### src/verilog/loader_pkg.sv
`default_nettype none

package loader_pkg;

    // widths on the file side and the ram side
    typedef logic [7:0]  byte_t;         // one file byte or ram data byte
    typedef logic [15:0] addr_t;         // z80 address space
    typedef logic [8:0]  block_len_t;    // needs 9 bits to count 256
    typedef logic [15:0] file_index_t;   // menu index of the download
    typedef logic [23:0] file_offset_t;  // offset of the byte in the file

    // control fsm
    typedef enum logic [3:0] {
        IDLE,       // waiting for a download or an erase request
        GET_TYPE,
        GET_LEN,
        GET_LSB,
        GET_MSB,
        SETUP,      // branch on the block type
        TRANSFER,   // payload bytes go to ram
        IGNORE,     // skip an unknown block
        EXECUTE,
        FINISH,
        SET_ZERO,
        DO_ZERO     // erase sweep in progress
    } loader_state_t;

    // cmd block type codes
    localparam byte_t BLOCK_EOF   = 8'h00;
    localparam byte_t BLOCK_DATA  = 8'h01;
    localparam byte_t BLOCK_ENTRY = 8'h02;

    // erase memory map
    localparam addr_t ERASE_BASE         = 16'h4000;  // first write lands one above
    localparam addr_t ERASE_LAST         = 16'hffff;
    localparam addr_t ERASE_EXEC_POINT   = 16'hfffd;  // gives the cpu time to see the request
    localparam addr_t CLEAR_ROUTINE_ADDR = 16'hffe1;
    localparam logic [11:0] CLEAR_ROUTINE_PAGE = 12'hffe;

    // screen clear routine written at ffe1 during the sweep
    localparam byte_t CLEAR_ROUTINE [16] = '{
        8'hf3,                // di
        8'h21, 8'h00, 8'h3c,  // ld hl with 3c00h
        8'h11, 8'h01, 8'h3c,  // ld de with 3c01h
        8'h3e, 8'h20,         // ld a with a space
        8'h77,                // store first space
        8'h01, 8'hff, 8'h03,  // ld bc with 03ffh
        8'hed, 8'hb0,         // ldir fills the rest of the screen
        8'hc3                 // jp 0000h using the zeros that follow
    };

endpackage

`default_nettype wire

### src/verilog/block_if.sv
`timescale 1ns/1ps
`default_nettype none

interface block_if import loader_pkg::*; ();

    // capture strobes from the fsm
    logic  capture_type;  // byte is the block type
    logic  capture_len;   // byte is the length
    logic  capture_lsb;   // low byte of load address
    logic  capture_msb;   // high byte of load address
    logic  consume;       // one payload byte taken

    // block state held by the tracker
    byte_t block_type;
    logic  len_zero;      // nothing left in the block
    addr_t block_addr;    // load or entry address

    modport tracker (
        input  capture_type, capture_len, capture_lsb, capture_msb, consume,
        output block_type, len_zero, block_addr
    );

    modport control (
        output capture_type, capture_len, capture_lsb, capture_msb, consume,
        input  block_type, len_zero, block_addr
    );

    modport writer (input block_addr);

endinterface

`default_nettype wire

### src/verilog/ram_write_if.sv
`timescale 1ns/1ps
`default_nettype none

interface ram_write_if ();

    // commands from the fsm
    logic block_start;       // next payload byte starts a new block
    logic payload_write;     // write the current file byte
    logic erase_start;       // load the sweep base address
    logic erase_write;       // advance the sweep by one address

    // sweep status from the writer
    logic erase_exec_point;  // address has reached the execute point
    logic erase_end;         // last address written

    modport control (
        output block_start, payload_write, erase_start, erase_write,
        input  erase_exec_point, erase_end
    );

    modport writer (
        input  block_start, payload_write, erase_start, erase_write,
        output erase_exec_point, erase_end
    );

endinterface

`default_nettype wire

### src/verilog/loader_control.sv
`timescale 1ns/1ps
`default_nettype none

module loader_control import loader_pkg::*; #(
    parameter file_index_t FILE_INDEX = 16'd2   // menu slot of cmd files
) (
    input  wire logic         clock,
    input  wire logic         reset,
    input  wire logic         erase_mem,
    input  wire logic         ioctl_download,
    input  wire logic         ioctl_wr,
    input  wire file_index_t  ioctl_index,
    input  wire file_offset_t ioctl_addr,
    block_if.control          blk,
    ram_write_if.control      wr,
    output logic              loader_download,
    output addr_t             execute_addr,
    output logic              execute_enable
);

    loader_state_t state;
    logic strobe;     // byte strobe while the download is still on
    logic start_ok;   // new cmd download at offset zero
    logic parsing;    // states that give up when the download drops

    assign strobe   = ioctl_wr && ioctl_download;
    assign start_ok = ioctl_download && (ioctl_index == FILE_INDEX) && (ioctl_addr == '0);
    assign parsing  = state inside {GET_TYPE, GET_LEN, GET_LSB, GET_MSB,
                                    SETUP, TRANSFER, IGNORE};

    // strobes to the tracker and the writer
    always_comb begin
        blk.capture_type  = 1'b0;
        blk.capture_len   = 1'b0;
        blk.capture_lsb   = 1'b0;
        blk.capture_msb   = 1'b0;
        blk.consume       = 1'b0;
        wr.block_start    = 1'b0;
        wr.payload_write  = 1'b0;
        wr.erase_start    = 1'b0;
        wr.erase_write    = 1'b0;
        case (state)
            GET_TYPE: blk.capture_type = strobe;
            GET_LEN:  blk.capture_len  = strobe && (blk.block_type != BLOCK_EOF);
            GET_LSB:  blk.capture_lsb  = strobe;
            GET_MSB:  blk.capture_msb  = strobe;
            SETUP:    wr.block_start   = (blk.block_type == BLOCK_DATA);
            TRANSFER: begin
                blk.consume      = strobe && !blk.len_zero;
                wr.payload_write = strobe && !blk.len_zero;  // byte lands one cycle later
            end
            IGNORE:   blk.consume    = strobe && !blk.len_zero;  // count only
            SET_ZERO: wr.erase_start = 1'b1;
            DO_ZERO:  wr.erase_write = !wr.erase_end;  // one address per cycle
            default:  ;
        endcase
    end

    always_ff @(posedge clock or posedge reset) begin
        if (reset) begin
            state           <= IDLE;
            loader_download <= 1'b0;
            execute_addr    <= '0;
            execute_enable  <= 1'b0;
        end else begin
            case (state)
                IDLE: begin
                    execute_enable <= 1'b0;  // request held until back here
                    if (start_ok) begin
                        loader_download <= 1'b1;
                        state           <= GET_TYPE;
                    end else if (erase_mem) begin
                        loader_download <= 1'b1;
                        state           <= SET_ZERO;
                    end
                end
                GET_TYPE: begin
                    if (strobe) begin
                        state <= GET_LEN;  // type is in the tracker next cycle
                    end
                end
                GET_LEN: begin
                    if (blk.block_type == BLOCK_EOF) begin
                        loader_download <= 1'b0;  // end of file
                        state           <= FINISH;
                    end else if (strobe) begin
                        if (blk.block_type == BLOCK_DATA || blk.block_type == BLOCK_ENTRY)
                            state <= GET_LSB;
                        else
                            state <= IGNORE;   // unknown type skipped by length
                    end
                end
                GET_LSB: begin
                    if (strobe) begin
                        state <= GET_MSB;
                    end
                end
                GET_MSB: begin
                    if (strobe) begin
                        state <= SETUP;
                    end
                end
                SETUP: begin
                    if (blk.block_type == BLOCK_DATA) begin
                        state <= TRANSFER;
                    end else if (blk.block_type == BLOCK_ENTRY) begin
                        state <= EXECUTE;
                    end else begin
                        loader_download <= 1'b0;  // not reachable in a sane file
                        state           <= FINISH;
                    end
                end
                TRANSFER, IGNORE: begin
                    if (blk.len_zero) begin
                        state <= GET_TYPE;  // next block header
                    end
                end
                EXECUTE: begin
                    execute_addr    <= blk.block_addr;
                    execute_enable  <= 1'b1;
                    loader_download <= 1'b0;
                    state           <= FINISH;
                end
                FINISH: begin
                    loader_download <= 1'b0;
                    state           <= IDLE;
                end
                SET_ZERO: state <= DO_ZERO;  // writer loads the base now
                DO_ZERO: begin
                    if (wr.erase_exec_point) begin
                        execute_addr   <= CLEAR_ROUTINE_ADDR;  // reboot through the clear routine
                        execute_enable <= 1'b1;
                    end
                    if (wr.erase_end && !erase_mem) begin
                        state <= FINISH;  // wait for the end of the erase pulse
                    end
                end
                default: state <= IDLE;
            endcase

            // download dropped mid file
            if (parsing && !ioctl_download) begin
                loader_download <= 1'b0;
                state           <= IDLE;
            end
        end
    end

    // ram commands only inside an active load
    assert property (@(posedge clock) disable iff (reset)
        (wr.payload_write || wr.erase_write) |-> loader_download)
        else $error("ram write command outside a load");

endmodule

`default_nettype wire

### src/verilog/block_tracker.sv
`timescale 1ns/1ps
`default_nettype none

module block_tracker import loader_pkg::*; (
    input  wire logic  clock,
    input  wire logic  reset,
    input  wire byte_t ioctl_dout,   // header and payload bytes
    block_if.tracker   blk
);

    block_len_t len_q;    // payload bytes still to come
    block_len_t len_dec;  // length byte decoded for the current type

    // cmd length coding
    always_comb begin
        case (blk.block_type)
            BLOCK_DATA: begin
                // length counts the two address bytes too
                case (ioctl_dout)
                    8'd0:    len_dec = 9'd254;
                    8'd1:    len_dec = 9'd255;
                    8'd2:    len_dec = 9'd256;
                    default: len_dec = {1'b0, ioctl_dout} - 9'd2;
                endcase
            end
            BLOCK_ENTRY: len_dec = '0;  // address only and no payload
            default:     len_dec = {1'b0, ioctl_dout};  // bytes to skip
        endcase
    end

    always_ff @(posedge clock or posedge reset) begin
        if (reset) begin
            blk.block_type <= BLOCK_EOF;
            len_q          <= '0;
        end else begin
            if (blk.capture_type) begin
                blk.block_type <= ioctl_dout;
            end
            if (blk.capture_len) begin
                len_q <= len_dec;
            end else if (blk.consume) begin
                len_q <= len_q - 9'd1;  // one byte taken
            end
        end
    end

    // load address bytes arrive lsb first
    always_ff @(posedge clock) begin
        if (blk.capture_lsb) begin
            blk.block_addr[7:0] <= ioctl_dout;
        end
        if (blk.capture_msb) begin
            blk.block_addr[15:8] <= ioctl_dout;
        end
    end

    assign blk.len_zero = (len_q == '0);

    // a cmd block carries at most 256 payload bytes and the count never wraps
    assert property (@(posedge clock) disable iff (reset)
        len_q <= 9'd256)
        else $error("block length above 256");

endmodule

`default_nettype wire

### src/verilog/ram_writer.sv
`timescale 1ns/1ps
`default_nettype none

module ram_writer import loader_pkg::*; (
    input  wire logic   clock,
    input  wire logic   reset,
    input  wire byte_t  ioctl_dout,   // payload byte of the current strobe
    block_if.writer     blk,
    ram_write_if.writer wr,
    output logic        loader_wr,
    output addr_t       loader_addr,
    output byte_t       loader_data
);

    logic  first_byte;  // next payload byte goes to block_addr
    byte_t erase_byte;  // data for the next sweep address

    // clear routine sits in the ffe page and the rest is zero
    always_comb begin
        if (loader_addr[15:4] == CLEAR_ROUTINE_PAGE)
            erase_byte = CLEAR_ROUTINE[loader_addr[3:0]];  // indexed by the previous address
        else
            erase_byte = '0;
    end

    always_ff @(posedge clock or posedge reset) begin
        if (reset) begin
            loader_wr   <= 1'b0;
            loader_addr <= '0;
            loader_data <= '0;
            first_byte  <= 1'b0;
        end else begin
            loader_wr <= 1'b0;  // single cycle write pulse
            if (wr.block_start) begin
                first_byte <= 1'b1;
            end else if (wr.payload_write) begin
                loader_addr <= first_byte ? blk.block_addr : loader_addr + 16'd1;
                loader_data <= ioctl_dout;
                loader_wr   <= 1'b1;
                first_byte  <= 1'b0;
            end else if (wr.erase_start) begin
                loader_addr <= ERASE_BASE;  // no write at the base itself
            end else if (wr.erase_write) begin
                loader_addr <= loader_addr + 16'd1;
                loader_data <= erase_byte;
                loader_wr   <= 1'b1;
            end
        end
    end

    // sweep status straight from the address register
    assign wr.erase_exec_point = (loader_addr == ERASE_EXEC_POINT);
    assign wr.erase_end        = (loader_addr == ERASE_LAST);  // writer stops here

    // sweep must never wrap into the rom area
    assert property (@(posedge clock) disable iff (reset)
        wr.erase_write |=> loader_addr > ERASE_BASE)
        else $error("erase address below sweep base");

endmodule

`default_nettype wire

### src/verilog/cmd_loader_top.sv
`timescale 1ns/1ps
`default_nettype none

module cmd_loader_top import loader_pkg::*; #(
    parameter file_index_t FILE_INDEX = 16'd2   // menu index of cmd files
) (
    input  wire logic         clock,
    input  wire logic         reset,
    input  wire logic         erase_mem,        // pulse to wipe ram
    input  wire logic         ioctl_download,   // high for the whole file
    input  wire logic         ioctl_wr,
    input  wire file_index_t  ioctl_index,
    input  wire byte_t        ioctl_dout,
    input  wire file_offset_t ioctl_addr,
    output logic              loader_wr,
    output logic              loader_download,
    output addr_t             loader_addr,
    output byte_t             loader_data,
    output addr_t             execute_addr,
    output logic              execute_enable
);

    block_if     blk_bus ();  // header capture and block status
    ram_write_if wr_bus ();   // write commands and sweep status

    loader_control #(
        .FILE_INDEX (FILE_INDEX)
    ) i_loader_control (
        .clock           (clock),
        .reset           (reset),
        .erase_mem       (erase_mem),
        .ioctl_download  (ioctl_download),
        .ioctl_wr        (ioctl_wr),
        .ioctl_index     (ioctl_index),
        .ioctl_addr      (ioctl_addr),
        .blk             (blk_bus.control),
        .wr              (wr_bus.control),
        .loader_download (loader_download),
        .execute_addr    (execute_addr),
        .execute_enable  (execute_enable)
    );

    // file bytes go to both the tracker and the writer
    block_tracker i_block_tracker (
        .clock      (clock),
        .reset      (reset),
        .ioctl_dout (ioctl_dout),
        .blk        (blk_bus.tracker)
    );

    ram_writer i_ram_writer (
        .clock       (clock),
        .reset       (reset),
        .ioctl_dout  (ioctl_dout),
        .blk         (blk_bus.writer),
        .wr          (wr_bus.writer),
        .loader_wr   (loader_wr),
        .loader_addr (loader_addr),
        .loader_data (loader_data)
    );

endmodule

`default_nettype wire

### config.mk
export PLATFORM = sky130hd
export DESIGN_NAME = cmd_loader_top
export DESIGN_NICKNAME = d
export VERILOG_FILES = /design/src/verilog/loader_pkg.sv /design/src/verilog/block_if.sv /design/src/verilog/ram_write_if.sv /design/src/verilog/loader_control.sv /design/src/verilog/block_tracker.sv /design/src/verilog/ram_writer.sv /design/src/verilog/cmd_loader_top.sv
export SDC_FILE = /design/constraint.sdc
export NUM_CORES = 1
export LEC_CHECK = 0
export BUFFER_PORTS_ARGS = -buffer_cell sky130_fd_sc_hd__buf_4
export CAP_MARGIN = 20
export CORE_MARGIN = 10
export CORE_UTILIZATION = 45
export CTS_BUF_LIST = sky130_fd_sc_hd__clkbuf_2 sky130_fd_sc_hd__clkbuf_4 sky130_fd_sc_hd__clkbuf_8
export DETAILED_ROUTE_END_ITERATION = 6
export PLACE_DENSITY = 0.73
export SYNTH_ARGS = -nofsm -noshare
export SYNTH_HDL_FRONTEND = slang
export SYNTH_SLANG_ARGS = --single-unit
### constraint.sdc
create_clock -name clock -period 2 [get_ports clock]
set_input_delay 0.2 -clock clock [delete_from_list [all_inputs] [get_ports clock]]
set_output_delay 0.2 -clock clock [all_outputs]
set_load 0.01 [all_outputs]
==> run_results.csv <==
group,metric,value,unit
final_layout,fillers,832,
worst_setup_path,crit_path_max_fanout,5,
pwr,p_total,3580,uW
worst_setup_path,rrSetupSlack,-0.06,ns
flow_run,cap_violations,0,
worst_setup_path,path_common_cell,"o21ai_1",
synth,synthArstFlopShare,0.802,
floorplanning,core_area,10300,um2
cts,cts_tree,"done",
synth,synthDistinctLibCells,75,
floorplanning,die_x,123,um
drt,dr.pass1.iters,7,
floorplanning,die_h,123,um
final_layout,synthToLayoutAreaGrowth,45.7,%
timing,whs,0.112,ns
global_routing,grt_antenna_before_repair,0,
global_routing,grt_pass1_vias,4567,
pwr,p_leak,0.00298,uW
synth,yosysSeqAreaShare,0.445,
drt,drc,0,
placed_design,portBuffers,95,
global_routing,grt_max_degree,66,
status,status,"complete, but fails checks",
placed_design,hpwl,11.5,mm
synth,ys_seq_elements,81,
cts,cts_made_buffers,9,
final_layout,final_area,6890,um2
placed_design,dpl.cell_count,795,
worst_setup_path,crit_buf_inv,3,
cts,clockRootBuffer,"clkbuf_8",
synth,yosysWarningCount,0,
worst_setup_path,crit_required,2.24,ns
pwr,seq_power_share,0.478,
placed_design,post_dp_cell_area,6120,um2
synth,syn_inst,519,
pwr,power_frac_comb,0.087,
worst_setup_path,cp_data_arrival_time,2.30,ns
floorplanning,initial_core_util,0.460,
synth,synth_area,4730,um2
floorplanning,die_area,15000,um2
drt,drtIter0Drc,441,
worst_setup_path,path_delay_family,"compound AO/OA/AOI/OAI gates",
timing,relSlewSlack,0.717,
pwr,switching_share,0.244,
timing,hold_viol,0,
timing,post-route-period-util,1.03,
worst_setup_path,critical-path-max-stage-delay,0.39,ns
pwr,ir_drop,0.370,mV
cts,clock_path_buffers,2,
worst_setup_path,cp-start-kind,"flop",
global_routing,grt_pass1_wl,23.7,mm
timing,worst_pin_slew,0.414,ns
drt,ant_nets,0,
floorplanning,ios,96,
floorplanning,rows,37,
timing,rsz0062_at_grt,"true",
synth,synth_edf_count,16,
timing,min_period,2.06,ns
worst_setup_path,critPathKind,"reg2reg",
synth,synth_top_cell_by_area,"dfrtp_1",
synth,syn_area_per_cell,9.12,um2
timing,fin_ws,-0.0586,ns
drt,wirelength,16.1,mm
cts,path_clk_slew,0.10,ns
cts,insertion_delay,0.36,ns
global_routing,grt_usage,0.199,
final_layout,postLayoutCoreUtil,0.671,
placed_design,gp_congestion,0.968,
synth,ys.flop_type,"dfrtp_1",
drt,wl_per_cell,19.2,um
cts,htree_num_levels,3,
pwr,power.internal,2710,uW
status,violations,"setup timing",
cts,clock_sinks,81,
timing,fin_skew,0.0128,ns
synth,ys_top_cells_by_count,"dfrtp_1 (65), nand2_1 (57), o21ai_1 (51), nor2_1 (49), a21oi_1 (40)",
timing,slew_violations,0,
final_layout,diodes,0,
timing,setup_viol_count_final,8,
synth,synth_area_leaders,"dfrtp_1 (34%), edfxtp_1 (10%), o21ai_1 (5.4%)",
worst_hold_path,hp-class,"in2reg",
drt,viasPerCell,5.76,
synth,synth_most_common_cell,"dfrtp_1",
synth,synthDominantCellAreaShare,0.344,
synth,synth_nets,581,
final_layout,layout.cells.non_filler,839,
drt,vias,4831,
timing,fmax,486,MHz
pwr,power_density,520,nW/um2
worst_setup_path,cp_slowest_cell,"dfrtp_1",
global_routing,grt_remaining_overflow,0,
pwr,pwr-share-clk,0.436,
final_layout,drive_gt1_frac,0.398,
final_layout,nets,760,
pwr,switchingPower,876,uW
worst_setup_path,critPathCaptureType,"flop",
worst_setup_path,crit_chain,"inv_2 -> ha_4 -> nor4b_4 -> buf_6 -> a2111oi_4 -> or2_4 -> buf_12 -> nor2b_2 -> o21ai_1 -> o21ai_1",
==> power groups by stage <==
stage / Sequential, uW / Clock (uW) / Combinational (uW)
6_report: 1710 / 1560 / 310
5_1_grt: 1710 / 1650 / 334
4_1_cts: 1710 / 1580 / 278
3_5_place_dp: 1740 / 0 / 265
3_3_place_gp: 1740 / 0 / 259
2_1_floorplan: 1740 / 0 / 98.8
==> path summary, 6_finish.rpt <==
kind / startpoint / endpoint / cells past startpoint
hold reg to reg: i_loader_control.execute_addr[7] / i_loader_control.execute_addr[7] / 2
min in group asynchronous: reset / i_loader_control.execute_addr[1] / 4
hold / removal: ioctl_dout[2] / i_block_tracker.blk.block_addr[2] / 1
max in group asynchronous: reset / i_ram_writer.loader_addr[3] / 4
setup / recovery: i_block_tracker.len_q[0] / i_ram_writer.loader_addr[4] / 10
setup reg to reg: i_block_tracker.len_q[0] / i_ram_writer.loader_addr[4] / 10
==> routing by layer <==
metal  share of wire  vias up  track usage
li1                -     2271            -
met1            0.40     2364        0.249
met2            0.51      168        0.340
met3           0.066       28       0.0427
met4           0.021        0       0.0538
met5               0        -            0
==> flip-flops by register name, summed over array words and instances, names as in the netlist <==
name / flops
i_block_tracker.blk.block_addr: 16
i_loader_control.execute_addr: 16
i_ram_writer.loader_addr: 16
i_block_tracker.len_q: 9
i_block_tracker.blk.block_type: 8
i_ram_writer.loader_data: 8
i_loader_control.state: 4
i_loader_control.execute_enable: 1
i_loader_control.loader_download: 1
i_ram_writer.first_byte: 1
i_ram_writer.loader_wr: 1
==> cell type report <==
class | count | area [um2] | share of cell area
multi-input combinational | 393 | 2680 | 0.389
sequential | 81 | 2110 | 0.307
timing repair buffer | 197 | 1610 | 0.234
tap | 136 | 170 | 0.0247
clock inverter | 7 | 130 | 0.0189
clock buffer | 9 | 124 | 0.0180
inverter | 16 | 60.1 | 0.00871
==> timing repair <==
item | in CTS | in global routing
setup endpoints to repair | 20 | 38
endpoints found under the hold margin | 65 | 0
cloned | 0 | 4
buffers inserted | 5 | 20
pin swaps | 4 | 20
resized for setup | 12 | 54
hold buffers | 1 | 0
==> placed cells by master, fill, tap and decap left out, types with 4 or more instances in the layout <==
cell type	synthesis	routed
edfxtp_1	16	16
o22ai_1	5	5
nor3_1	16	11
nand3_1	15	14
inv_1	14	11
nor2_1	49	46
xnor2_1	5	4
o21ai_0	8	7
nand2b_1	5	5
mux2i_1	8	8
nand2_1	57	54
buf_12	0	5
a211oi_1	9	7
a22oi_1	4	4
nor4_1	12	10
buf_4	1	179
xor2_1	4	4
nand4_1	7	7
ha_1	9	8
dfrtp_1	65	60
inv_2	2	5
a21oi_2	0	4
o21ai_1	51	50
mux2_4	0	6
clkbuf_8	0	9
a21oi_1	40	36
dfrtp_2	0	5
buf_6	1	9
nor3_2	2	4
==> logic make-up (layout without fill, tap and decap cells) <==
| logic type | after synthesis | after routing | synth area share |
|---|---|---|---|
| multiplexers | 17 | 17 | 0.0384 |
| buffers and inverters | 45 | 229 | 0.0397 |
| flip-flops | 81 | 81 | 0.445 |
| AND/OR/NAND/NOR | 201 | 201 | 0.223 |
| adder cells (fa/ha/maj) | 9 | 9 | 0.0238 |
| AO/OA/AOI/OAI | 157 | 157 | 0.213 |
| XOR/XNOR | 9 | 9 | 0.0167 |
==> metrics by stage <==
stage	setup TNS (ns)	setup WS, ns
2_1_floorplan	0	0.00363
3_3_place_gp	-0.608	-0.0810
3_5_place_dp	-1.11	-0.111
4_1_cts	-0.0308	-0.0196
5_1_grt	-1.93	-0.161
6_report	-0.239	-0.0586
(Power assumes the default switching activity.)
